===== src/source/game_pkg.sv =====
// Penalty game shared definitions
package game_pkg;

    //******************************************************************
    // Widths
    //******************************************************************
    localparam int POS_W = 12; // Pixel coordinates.
    localparam int CNT_W = 11; // VGA counters.
    localparam int RGB_W = 12; // 4-4-4 colour word.

    // Round phase, driven by round control.
    typedef enum logic [1:0] {
        IDLE_GAME,
        KEEPER,
        SCORE_SHOW
    } g_state;

    //******************************************************************
    // Colours
    //******************************************************************
    localparam logic [RGB_W-1:0] COLOR_SKY   = 12'h8CF;
    localparam logic [RGB_W-1:0] COLOR_GRASS = 12'h070;
    localparam logic [RGB_W-1:0] COLOR_AIM   = 12'h00F; // Blue.
    localparam logic [RGB_W-1:0] COLOR_GOAL  = 12'hF00; // Red.
    localparam logic [RGB_W-1:0] COLOR_SAVE  = 12'h0F0; // Green.
    localparam logic [RGB_W-1:0] COLOR_BLANK = 12'h000;

endpackage

===== src/source/penalty_top.sv =====
// Penalty keeper round top level
`timescale 1ns/1ns

module penalty_top #(
    parameter int H_ACTIVE     = 1024,
    parameter int H_TOTAL      = 1344,
    parameter int H_SYNC_START = 1048,
    parameter int H_SYNC_END   = 1184,
    parameter int V_ACTIVE     = 768,
    parameter int V_TOTAL      = 806,
    parameter int V_SYNC_START = 771,
    parameter int V_SYNC_END   = 777,
    parameter int HORIZON      = 300,
    parameter int SECOND_TICKS = 65_000_000,
    parameter int RESULT_TICKS = 13_000_000,
    parameter int CROSS_WIDTH  = 100
) (
    input  logic                       clk,
    input  logic                       rst,
    input  logic [game_pkg::POS_W-1:0] xpos,
    input  logic [game_pkg::POS_W-1:0] ypos,
    input  logic                       shot_valid,
    input  logic [game_pkg::POS_W-1:0] shot_xpos,
    input  logic [game_pkg::POS_W-1:0] shot_ypos,
    output logic                       shot_ready,
    output logic [game_pkg::CNT_W-1:0] hcount,
    output logic [game_pkg::CNT_W-1:0] vcount,
    output logic                       hsync,
    output logic                       vsync,
    output logic                       hblnk,
    output logic                       vblnk,
    output logic [game_pkg::RGB_W-1:0] rgb,
    output logic                       round_done,
    output logic                       is_scored,
    output logic [7:0]                 goals,
    output logic [7:0]                 saves
);

    // Timing stage.
    logic [game_pkg::CNT_W-1:0] tim_hcount, tim_vcount;
    logic                       tim_hsync, tim_vsync, tim_hblnk, tim_vblnk;
    // Background stage.
    logic [game_pkg::CNT_W-1:0] bg_hcount, bg_vcount;
    logic                       bg_hsync, bg_vsync, bg_hblnk, bg_vblnk;
    logic [game_pkg::RGB_W-1:0] bg_rgb;
    // Round state.
    logic [game_pkg::POS_W-1:0] shot_xpos_q, shot_ypos_q;
    game_pkg::g_state           game_state;

    vga_timing #(
        .H_ACTIVE    (H_ACTIVE),
        .H_TOTAL     (H_TOTAL),
        .H_SYNC_START(H_SYNC_START),
        .H_SYNC_END  (H_SYNC_END),
        .V_ACTIVE    (V_ACTIVE),
        .V_TOTAL     (V_TOTAL),
        .V_SYNC_START(V_SYNC_START),
        .V_SYNC_END  (V_SYNC_END)
    ) u_vga_timing (
        .clk   (clk),
        .rst   (rst),
        .hcount(tim_hcount),
        .vcount(tim_vcount),
        .hsync (tim_hsync),
        .vsync (tim_vsync),
        .hblnk (tim_hblnk),
        .vblnk (tim_vblnk)
    );

    background_draw #(
        .HORIZON(HORIZON)
    ) u_background_draw (
        .clk       (clk),
        .rst       (rst),
        .hcount_in (tim_hcount),
        .vcount_in (tim_vcount),
        .hsync_in  (tim_hsync),
        .vsync_in  (tim_vsync),
        .hblnk_in  (tim_hblnk),
        .vblnk_in  (tim_vblnk),
        .hcount_out(bg_hcount),
        .vcount_out(bg_vcount),
        .hsync_out (bg_hsync),
        .vsync_out (bg_vsync),
        .hblnk_out (bg_hblnk),
        .vblnk_out (bg_vblnk),
        .rgb_out   (bg_rgb)
    );

    round_control u_round_control (
        .clk        (clk),
        .rst        (rst),
        .shot_valid (shot_valid),
        .shot_ready (shot_ready),
        .shot_xpos  (shot_xpos),
        .shot_ypos  (shot_ypos),
        .shot_xpos_q(shot_xpos_q),
        .shot_ypos_q(shot_ypos_q),
        .game_state (game_state),
        .round_done (round_done),
        .is_scored  (is_scored),
        .goals      (goals),
        .saves      (saves)
    );

    gloves_control #(
        .SECOND_TICKS(SECOND_TICKS),
        .RESULT_TICKS(RESULT_TICKS),
        .CROSS_WIDTH (CROSS_WIDTH)
    ) u_gloves_control (
        .clk       (clk),
        .rst       (rst),
        .xpos      (xpos),
        .ypos      (ypos),
        .game_state(game_state),
        .shot_xpos (shot_xpos_q),
        .shot_ypos (shot_ypos_q),
        .hcount_in (bg_hcount),
        .vcount_in (bg_vcount),
        .hsync_in  (bg_hsync),
        .vsync_in  (bg_vsync),
        .hblnk_in  (bg_hblnk),
        .vblnk_in  (bg_vblnk),
        .rgb_in    (bg_rgb),
        .hcount_out(hcount),
        .vcount_out(vcount),
        .hsync_out (hsync),
        .vsync_out (vsync),
        .hblnk_out (hblnk),
        .vblnk_out (vblnk),
        .rgb_out   (rgb),
        .is_scored (is_scored),
        .round_done(round_done)
    );

endmodule


===== src/source/gloves_control.sv =====
// Goalkeeper round controller
`timescale 1ns/1ns

module gloves_control #(
    parameter int SECOND_TICKS = 65_000_000,
    parameter int RESULT_TICKS = 13_000_000,
    parameter int CROSS_WIDTH  = 100
) (
    input  logic                       clk,
    input  logic                       rst,
    input  logic [game_pkg::POS_W-1:0] xpos,
    input  logic [game_pkg::POS_W-1:0] ypos,
    input  game_pkg::g_state           game_state,
    input  logic [game_pkg::POS_W-1:0] shot_xpos,
    input  logic [game_pkg::POS_W-1:0] shot_ypos,
    input  logic [game_pkg::CNT_W-1:0] hcount_in,
    input  logic [game_pkg::CNT_W-1:0] vcount_in,
    input  logic                       hsync_in,
    input  logic                       vsync_in,
    input  logic                       hblnk_in,
    input  logic                       vblnk_in,
    input  logic [game_pkg::RGB_W-1:0] rgb_in,
    output logic [game_pkg::CNT_W-1:0] hcount_out,
    output logic [game_pkg::CNT_W-1:0] vcount_out,
    output logic                       hsync_out,
    output logic                       vsync_out,
    output logic                       hblnk_out,
    output logic                       vblnk_out,
    output logic [game_pkg::RGB_W-1:0] rgb_out,
    output logic                       is_scored,
    output logic                       round_done
);

    localparam int PW       = game_pkg::POS_W;
    localparam int TICK_MAX = (SECOND_TICKS > RESULT_TICKS) ? SECOND_TICKS : RESULT_TICKS;
    localparam int TICK_W   = $clog2(TICK_MAX + 1);
    localparam logic [TICK_W-1:0] SEC_END = TICK_W'(SECOND_TICKS);
    localparam logic [TICK_W-1:0] RES_END = TICK_W'(RESULT_TICKS);
    localparam logic [PW:0]       CW      = (PW + 1)'(CROSS_WIDTH);

    typedef enum logic [2:0] {
        IDLE,
        ENGAGE,
        COUNTDOWN,
        RESULT,
        GOAL,
        SAVE,
        TERMINATE
    } glove_state;

    glove_state                 state, state_nxt;
    logic [TICK_W-1:0]          counter, counter_nxt;
    logic [game_pkg::RGB_W-1:0] rgb_nxt;
    logic                       is_scored_nxt;
    logic                       round_done_nxt;
    logic                       pixel_in_sq;
    logic                       glove_in_sq;

    // Both ends of the square are inside; one extra bit keeps the sum exact.
    function automatic logic in_square(input logic [PW-1:0] x, input logic [PW-1:0] y);
        return ({1'b0, x} >= {1'b0, shot_xpos}) && ({1'b0, x} <= {1'b0, shot_xpos} + CW) &&
               ({1'b0, y} >= {1'b0, shot_ypos}) && ({1'b0, y} <= {1'b0, shot_ypos} + CW);
    endfunction

    assign pixel_in_sq = in_square(PW'(hcount_in), PW'(vcount_in));
    assign glove_in_sq = in_square(xpos, ypos);

    //******************************************************************
    // Registers
    //******************************************************************
    always_ff @(posedge clk) begin
        if (rst) begin
            state      <= IDLE;
            counter    <= '0;
            is_scored  <= 1'b0;
            round_done <= 1'b0;
            hcount_out <= '0;
            vcount_out <= '0;
            hsync_out  <= 1'b0;
            vsync_out  <= 1'b0;
            hblnk_out  <= 1'b0;
            vblnk_out  <= 1'b0;
            rgb_out    <= '0;
        end else begin
            state      <= state_nxt;
            counter    <= counter_nxt;
            is_scored  <= is_scored_nxt;
            round_done <= round_done_nxt;
            hcount_out <= hcount_in;
            vcount_out <= vcount_in;
            hsync_out  <= hsync_in;
            vsync_out  <= vsync_in;
            hblnk_out  <= hblnk_in;
            vblnk_out  <= vblnk_in;
            rgb_out    <= rgb_nxt;
        end
    end

    //******************************************************************
    // Keeper FSM
    //******************************************************************
    always_comb begin
        state_nxt      = state;
        counter_nxt    = counter + 1'b1;
        rgb_nxt        = rgb_in;
        is_scored_nxt  = 1'b0;
        round_done_nxt = 1'b0;
        case (state)
            IDLE: begin
                counter_nxt = '0;
                if (game_state == game_pkg::KEEPER) begin
                    state_nxt = ENGAGE;
                end
            end
            ENGAGE: begin
                if (game_state != game_pkg::KEEPER) begin
                    state_nxt   = IDLE; // Round called off.
                    counter_nxt = '0;
                end else if (counter == SEC_END) begin
                    state_nxt   = COUNTDOWN;
                    counter_nxt = '0;
                end
            end
            COUNTDOWN: begin
                if (pixel_in_sq) begin
                    rgb_nxt = game_pkg::COLOR_AIM;
                end
                if (counter == SEC_END) begin
                    state_nxt   = RESULT;
                    counter_nxt = '0;
                end
            end
            RESULT: begin
                counter_nxt = '0;
                state_nxt   = glove_in_sq ? SAVE : GOAL;
            end
            GOAL, SAVE: begin
                is_scored_nxt = (state == GOAL);
                if (pixel_in_sq) begin
                    rgb_nxt = (state == GOAL) ? game_pkg::COLOR_GOAL : game_pkg::COLOR_SAVE;
                end
                if (counter == RES_END) begin
                    state_nxt      = TERMINATE;
                    counter_nxt    = '0;
                    round_done_nxt = 1'b1;
                end
            end
            default: begin
                state_nxt   = IDLE; // Terminate or an illegal code.
                counter_nxt = '0;
            end
        endcase
    end

    a_done_single: assert property (
        @(posedge clk) disable iff (rst) round_done |=> !round_done
    );

endmodule


===== src/source/round_control.sv =====
// Round sequencer and score counter
`timescale 1ns/1ns

module round_control (
    input  logic                       clk,
    input  logic                       rst,
    input  logic                       shot_valid,
    output logic                       shot_ready,
    input  logic [game_pkg::POS_W-1:0] shot_xpos,
    input  logic [game_pkg::POS_W-1:0] shot_ypos,
    output logic [game_pkg::POS_W-1:0] shot_xpos_q,
    output logic [game_pkg::POS_W-1:0] shot_ypos_q,
    output game_pkg::g_state           game_state,
    input  logic                       round_done,
    input  logic                       is_scored,
    output logic [7:0]                 goals,
    output logic [7:0]                 saves
);

    logic shot_xfer;

    assign shot_ready = (game_state == game_pkg::IDLE_GAME);
    assign shot_xfer  = shot_valid && shot_ready;

    //******************************************************************
    // Phase and score
    //******************************************************************
    always_ff @(posedge clk) begin
        if (rst) begin
            game_state <= game_pkg::IDLE_GAME;
            goals      <= '0;
            saves      <= '0;
        end else begin
            case (game_state)
                game_pkg::IDLE_GAME: begin
                    if (shot_xfer) begin
                        game_state <= game_pkg::KEEPER;
                    end
                end
                game_pkg::KEEPER: begin
                    if (round_done) begin
                        game_state <= game_pkg::SCORE_SHOW;
                        if (is_scored) begin
                            goals <= goals + 1'b1;
                        end else begin
                            saves <= saves + 1'b1;
                        end
                    end
                end
                default: begin
                    game_state <= game_pkg::IDLE_GAME; // One cycle of score show.
                end
            endcase
        end
    end

    // Shot position stays put for the whole round.
    always_ff @(posedge clk) begin
        if (shot_xfer) begin
            shot_xpos_q <= shot_xpos;
            shot_ypos_q <= shot_ypos;
        end
    end

    a_done_in_keeper: assert property (
        @(posedge clk) disable iff (rst) round_done |-> game_state == game_pkg::KEEPER
    );

endmodule


===== src/source/background_draw.sv =====
// Sky and pitch painter
`timescale 1ns/1ns

module background_draw #(
    parameter int HORIZON = 300
) (
    input  logic                       clk,
    input  logic                       rst,
    input  logic [game_pkg::CNT_W-1:0] hcount_in,
    input  logic [game_pkg::CNT_W-1:0] vcount_in,
    input  logic                       hsync_in,
    input  logic                       vsync_in,
    input  logic                       hblnk_in,
    input  logic                       vblnk_in,
    output logic [game_pkg::CNT_W-1:0] hcount_out,
    output logic [game_pkg::CNT_W-1:0] vcount_out,
    output logic                       hsync_out,
    output logic                       vsync_out,
    output logic                       hblnk_out,
    output logic                       vblnk_out,
    output logic [game_pkg::RGB_W-1:0] rgb_out
);

    localparam int CW = game_pkg::CNT_W;

    delay #(
        .CLK_DEL(1),
        .WIDTH  (2 * CW + 4)
    ) u_delay_timing (
        .clk (clk),
        .rst (rst),
        .din ({hcount_in, vcount_in, hsync_in, vsync_in, hblnk_in, vblnk_in}),
        .dout({hcount_out, vcount_out, hsync_out, vsync_out, hblnk_out, vblnk_out})
    );

    always_ff @(posedge clk) begin
        if (rst) begin
            rgb_out <= '0;
        end else if (hblnk_in || vblnk_in) begin
            rgb_out <= game_pkg::COLOR_BLANK;
        end else if (vcount_in < CW'(HORIZON)) begin
            rgb_out <= game_pkg::COLOR_SKY;
        end else begin
            rgb_out <= game_pkg::COLOR_GRASS; // Pitch below the horizon.
        end
    end

endmodule


===== src/source/vga_timing.sv =====
// VGA timing generator
`timescale 1ns/1ns

module vga_timing #(
    parameter int H_ACTIVE     = 1024,
    parameter int H_TOTAL      = 1344,
    parameter int H_SYNC_START = 1048,
    parameter int H_SYNC_END   = 1184,
    parameter int V_ACTIVE     = 768,
    parameter int V_TOTAL      = 806,
    parameter int V_SYNC_START = 771,
    parameter int V_SYNC_END   = 777
) (
    input  logic                      clk,
    input  logic                      rst,
    output logic [game_pkg::CNT_W-1:0] hcount,
    output logic [game_pkg::CNT_W-1:0] vcount,
    output logic                      hsync,
    output logic                      vsync,
    output logic                      hblnk,
    output logic                      vblnk
);

    localparam int CW = game_pkg::CNT_W;

    logic h_last;
    logic v_last;

    assign h_last = (hcount == CW'(H_TOTAL - 1));
    assign v_last = (vcount == CW'(V_TOTAL - 1));

    always_ff @(posedge clk) begin
        if (rst) begin
            hcount <= '0;
            vcount <= '0;
        end else if (h_last) begin
            hcount <= '0;
            vcount <= v_last ? '0 : vcount + 1'b1; // Next line.
        end else begin
            hcount <= hcount + 1'b1;
        end
    end

    // Sync and blanking follow the counters in the same cycle.
    assign hsync = (hcount >= CW'(H_SYNC_START)) && (hcount < CW'(H_SYNC_END));
    assign vsync = (vcount >= CW'(V_SYNC_START)) && (vcount < CW'(V_SYNC_END));
    assign hblnk = (hcount >= CW'(H_ACTIVE));
    assign vblnk = (vcount >= CW'(V_ACTIVE));

    a_hcount_range: assert property (
        @(posedge clk) disable iff (rst) hcount < CW'(H_TOTAL)
    );

endmodule


===== src/source/delay.sv =====
// Shift register delay line
`timescale 1ns/1ns

module delay #(
    parameter int CLK_DEL = 1,
    parameter int WIDTH   = 8
) (
    input  logic             clk,
    input  logic             rst,
    input  logic [WIDTH-1:0] din,
    output logic [WIDTH-1:0] dout
);

    logic [WIDTH-1:0] stage [CLK_DEL];

    always_ff @(posedge clk) begin
        if (rst) begin
            for (int i = 0; i < CLK_DEL; i++) begin
                stage[i] <= '0;
            end
        end else begin
            stage[0] <= din;
            for (int i = 1; i < CLK_DEL; i++) begin
                stage[i] <= stage[i-1];
            end
        end
    end

    assign dout = stage[CLK_DEL-1]; // Oldest stage.

endmodule


===== config.mk =====
export PLATFORM = sky130hd
export DESIGN_NAME = penalty_top
export DESIGN_NICKNAME = d
export VERILOG_FILES = /design/src/source/game_pkg.sv /design/src/source/penalty_top.sv /design/src/source/gloves_control.sv /design/src/source/round_control.sv /design/src/source/background_draw.sv /design/src/source/vga_timing.sv /design/src/source/delay.sv
export SDC_FILE = /design/constraint.sdc
export NUM_CORES = 1
export LEC_CHECK = 0
export ABC_CLOCK_PERIOD_IN_PS = 4400
export BUFFER_PORTS_ARGS = -buffer_cell sky130_fd_sc_hd__buf_4
export CORE_ASPECT_RATIO = 1.2
export CORE_MARGIN = 2
export CORE_UTILIZATION = 35
export CTS_CLUSTER_DIAMETER = 80
export DETAILED_ROUTE_END_ITERATION = 6
export GPL_TIMING_DRIVEN = 0
export SYNTH_ARGS = -nofsm -noshare
export SYNTH_HDL_FRONTEND = slang
export SYNTH_HIERARCHICAL = 1
export SYNTH_SLANG_ARGS = --single-unit

===== constraint.sdc =====
create_clock -name clk -period 4.4 [get_ports clk]
set_input_delay 0.44 -clock clk [delete_from_list [all_inputs] [get_ports clk]]
set_output_delay 0.44 -clock clk [all_outputs]
set_load 0.1 [all_outputs]

==> results.md <==
| Result | This run |
|---|---|
| Run status | complete, no violations |
| Core utilization of the finished layout | 0.426 |
| Share of cells above drive strength 1 | 0.164 |
| Maximum fanout along the worst path | 9 |
| Pin count of the biggest net entering global routing | 25 |
| Final antenna-violating net count | 0 |
| Hold Crit Class | in -> reg |
| Gp weighted congestion | 0.851 |
| Grt ovf | 0 |
| Number of global-route vias before repair | 6687 |
| Die Area | 26000 sq um |
| Final-report setup violation count | 0 |
| Maximum capacitance violations | 0 |
| Maximum clock skew at final layout | 14.1 ps |
| Initial core utilization | 0.353 |
| Tmin final | 3920 ps |
| Insertion delay to the later sink of the worst-skew pair | 430 ps |
| Clk Tree Root Cell | clkbuf_16 |
| Fmax | 255 MHz |
| Portion of netlist area occupied by mux cells | 0.00621 |
| Detailed Routing Iterations Pass 1 | 4 |
| Die height | 176 microns |
| Number of instances in the synthesized netlist | 916 |
| Maximum count of clock buffers along a single path | 2 |
| Worst Max-Slew Pin Slew | 1240 ps |
| Initial antenna violation count | 0 |
| Synthesized area per cell | 9.46 sq um |
| Half-perimeter wire length after placement | 15800 microns |
| Mapped Area | 8660 sq um |
| RSZ-0062 raised after global routing | no |
| Ports placed on the boundary | 108 |
| DR vias/cell | 5.03 |
| Flops & latches, synth | 162 |
| Endpoints failing hold | 0 |
| Clock sinks | 162 |
| Compound-Gate Fraction of Synth Area | 0.134 |
| Total number of yosys warnings | 6 |
| TritonCTS clock tree | yes |
| Simple-Gate Fraction of Synth Area | 0.224 |
| Routed wire length per instance | 14.7 microns |
| Number of cells upsized or downsized after cts | 0 |
| Fin Setup TNS | 0 ps |
| DRT iter0 DRCs | 294 |
| Post CTS Setup Buffer Count | 0 |
| Startpoint kind of the worst setup timing path | flop |
| Count of standard-cell rows | 63 |
| Cell leakage power | 4.29 nW |
| Worst setup path class | reg -> reg |
| Sequential-to-total area share from yosys stat | 0.402 |
| Max-slew violations | 0 |
| Total DRC errors in the routed layout | 0 |
| XOR/XNOR share of the synthesized area | 0.0495 |
| Commonest non-fill, non-tap cell in the layout | dfxtp_1 |
| Cell type contributing the most total cell area after synthesis | dfxtp_1 |
| Number of diodes added for antenna fixing | 0 |
| IR drop worst, VDD | 203 uV |
| WL final | 20300 microns |
| Hold Path Cell Cnt | 1 |
| Overall die width | 148 microns |
| Post-synthesis adder-cell area fraction | 0.134 |
| Worst EP arrival | 4180 ps |
| Leading cell types by total area after synthesis | dfxtp_1, ha_1, edfxtp_1 |
| Largest family of logic cells by synthesized area | simple AND/OR/NAND/NOR gates |
| Fraction of the cycle the final worst path needs | 0.891 |
| Num CTS Buffers | 17 |
| Data required time of the worst path | 4650 ps |
| Slack of the worst reg-to-reg path | 480 ps |
| Power density cells | 319 nW/um^2 |
| Commonest register cell after synthesis | dfxtp_1 |
| Clock transition at path regs | 70 ps |
| Routed vias | 6945 |
| Type of element capturing the critical path | flop |
| First-pass GRT wire length | 32800 microns |
| Post-synthesis to final-layout area growth | 20.7% |
| Slew HR | 0.176 |
| Number of unique standard cell types used by synthesis | 77 |
| Worst-case reg-to-reg path depth | 12 |
| Buffers on Ports | 107 |
| Leading cell types in the layout, fill and taps excluded | dfxtp_1, buf_4, ha_1 |
| Final hold slack | 190 ps |
| Number of flops mapped to enable cells by yosys | 24 |
| Overall Global Routing Usage | 0.156 |
| Std-Cell Core Area | 24500 sq um |
| H-tree depth | 4 |
| Async set-reset flop share out of synthesis | 0 |
| Share of the synthesized area in the top cell type | 0.319 |
| Hold Buf Count CTS | 0 |
| Net total in the final layout | 1188 |
[path summary, 6_finish.rpt]
| kind | start | endpoint |
|---|---|---|
| max | u_round_control/shot_xpos_q[2] | u_gloves_control/rgb_out[6] |
| min | shot_xpos[9] | u_round_control/shot_xpos_q[9] |
| max reg2reg | u_round_control/shot_xpos_q[2] | u_gloves_control/rgb_out[6] |
| min reg2reg | u_background_draw/u_delay_timing/stage[0][15] | u_gloves_control/hcount_out[0] |
[critical path: stages (launching register included)]
cell and delay (ps):
edfxtp_1 500, ha_1 300, a211o_1 390, nand2_1 230, xnor2_1 200, ha_1 290, and4_1 220, a211oi_1 220
o21ai_0 120, o221ai_1 320, a22oi_2 240, nor3_1 460, o311ai_0 240
[kinds of logic after synthesis]
family / count (synthesis)
mux: 5
buf+inv: 92
compound gates: 172
other cells: 1
fa+ha+maj: 93
simple gates: 342
xor+xnor: 49
flops: 162
[layout make-up]
cell class	count	area [sq um]
Timing Repair Buffer	107	803
Fill cell	2446	14100
Buffer	32	200
Inverter	60	225
Tap cell	325	407
Sequential cell	162	3480
Clock inverter	14	136
Multi-Input combinational cell	664	4760
Clock buffer	18	439
[power breakdown]
| part | leakage [nW] | switching (W) | internal (W) |
|---|---|---|---|
| logic | 2.66 | 0.000217 | 0.000141 |
| registers | 1.34 | 0.0000209 | 0.00153 |
| clock network | 0.286 | 0.000664 | 0.000766 |
[flip-flops by register name, summed over array words and instances, names as in the netlist]
name	flops
u_gloves_control/is_scored	1
u_gloves_control/round_done	1
u_gloves_control/state	3
u_gloves_control/vblnk_out	1
u_gloves_control/hsync_out	1
u_round_control/saves	8
u_round_control/goals	8
u_gloves_control/vcount_out	11
u_background_draw/u_delay_timing/stage	26
u_vga_timing/hcount	11
u_vga_timing/vcount	11
u_gloves_control/vsync_out	1
u_gloves_control/counter	26
u_gloves_control/hcount_out	11
u_round_control/shot_ypos_q	12
u_gloves_control/hblnk_out	1
u_round_control/shot_xpos_q	12
u_round_control/game_state	2
u_background_draw/rgb_out	3
u_gloves_control/rgb_out	12
[synthesized netlist by cell type (all sizes together) (19+ instances only)]
cell	count
nand4	27
xor2	22
ha	93
nor2	82
inv	59
dfxtp	138
nand3	26
xnor2	27
edfxtp	24
nand2	40
a21oi	55
nor2b	59
o21ai	30
buf	19
[per-layer routing]
layer	wire length, microns	part of all wire	vias to the layer above	GRT usage
li1	-	-	3565	-
met1	9090	0.45	3232	0.188
met2	10100	0.50	117	0.274
met3	594	0.029	31	0.0264
met4	507	0.025	0	0.0657
met5	0	0	-	0
[metrics by stage]
step,setup slack [ps],cells,power (W),instance area [sq um]
2_1_floorplan,1300,918,0.00182,8670
3_3_place_gp,452,1350,0.00194,9880
3_5_place_dp,454,1350,0.00194,9880
4_1_cts,434,1382,0.00338,10500
5_1_grt,271,1382,0.00348,10500
6_report,477,1382,0.00334,10500
Power figures use the tool's default switching activity.
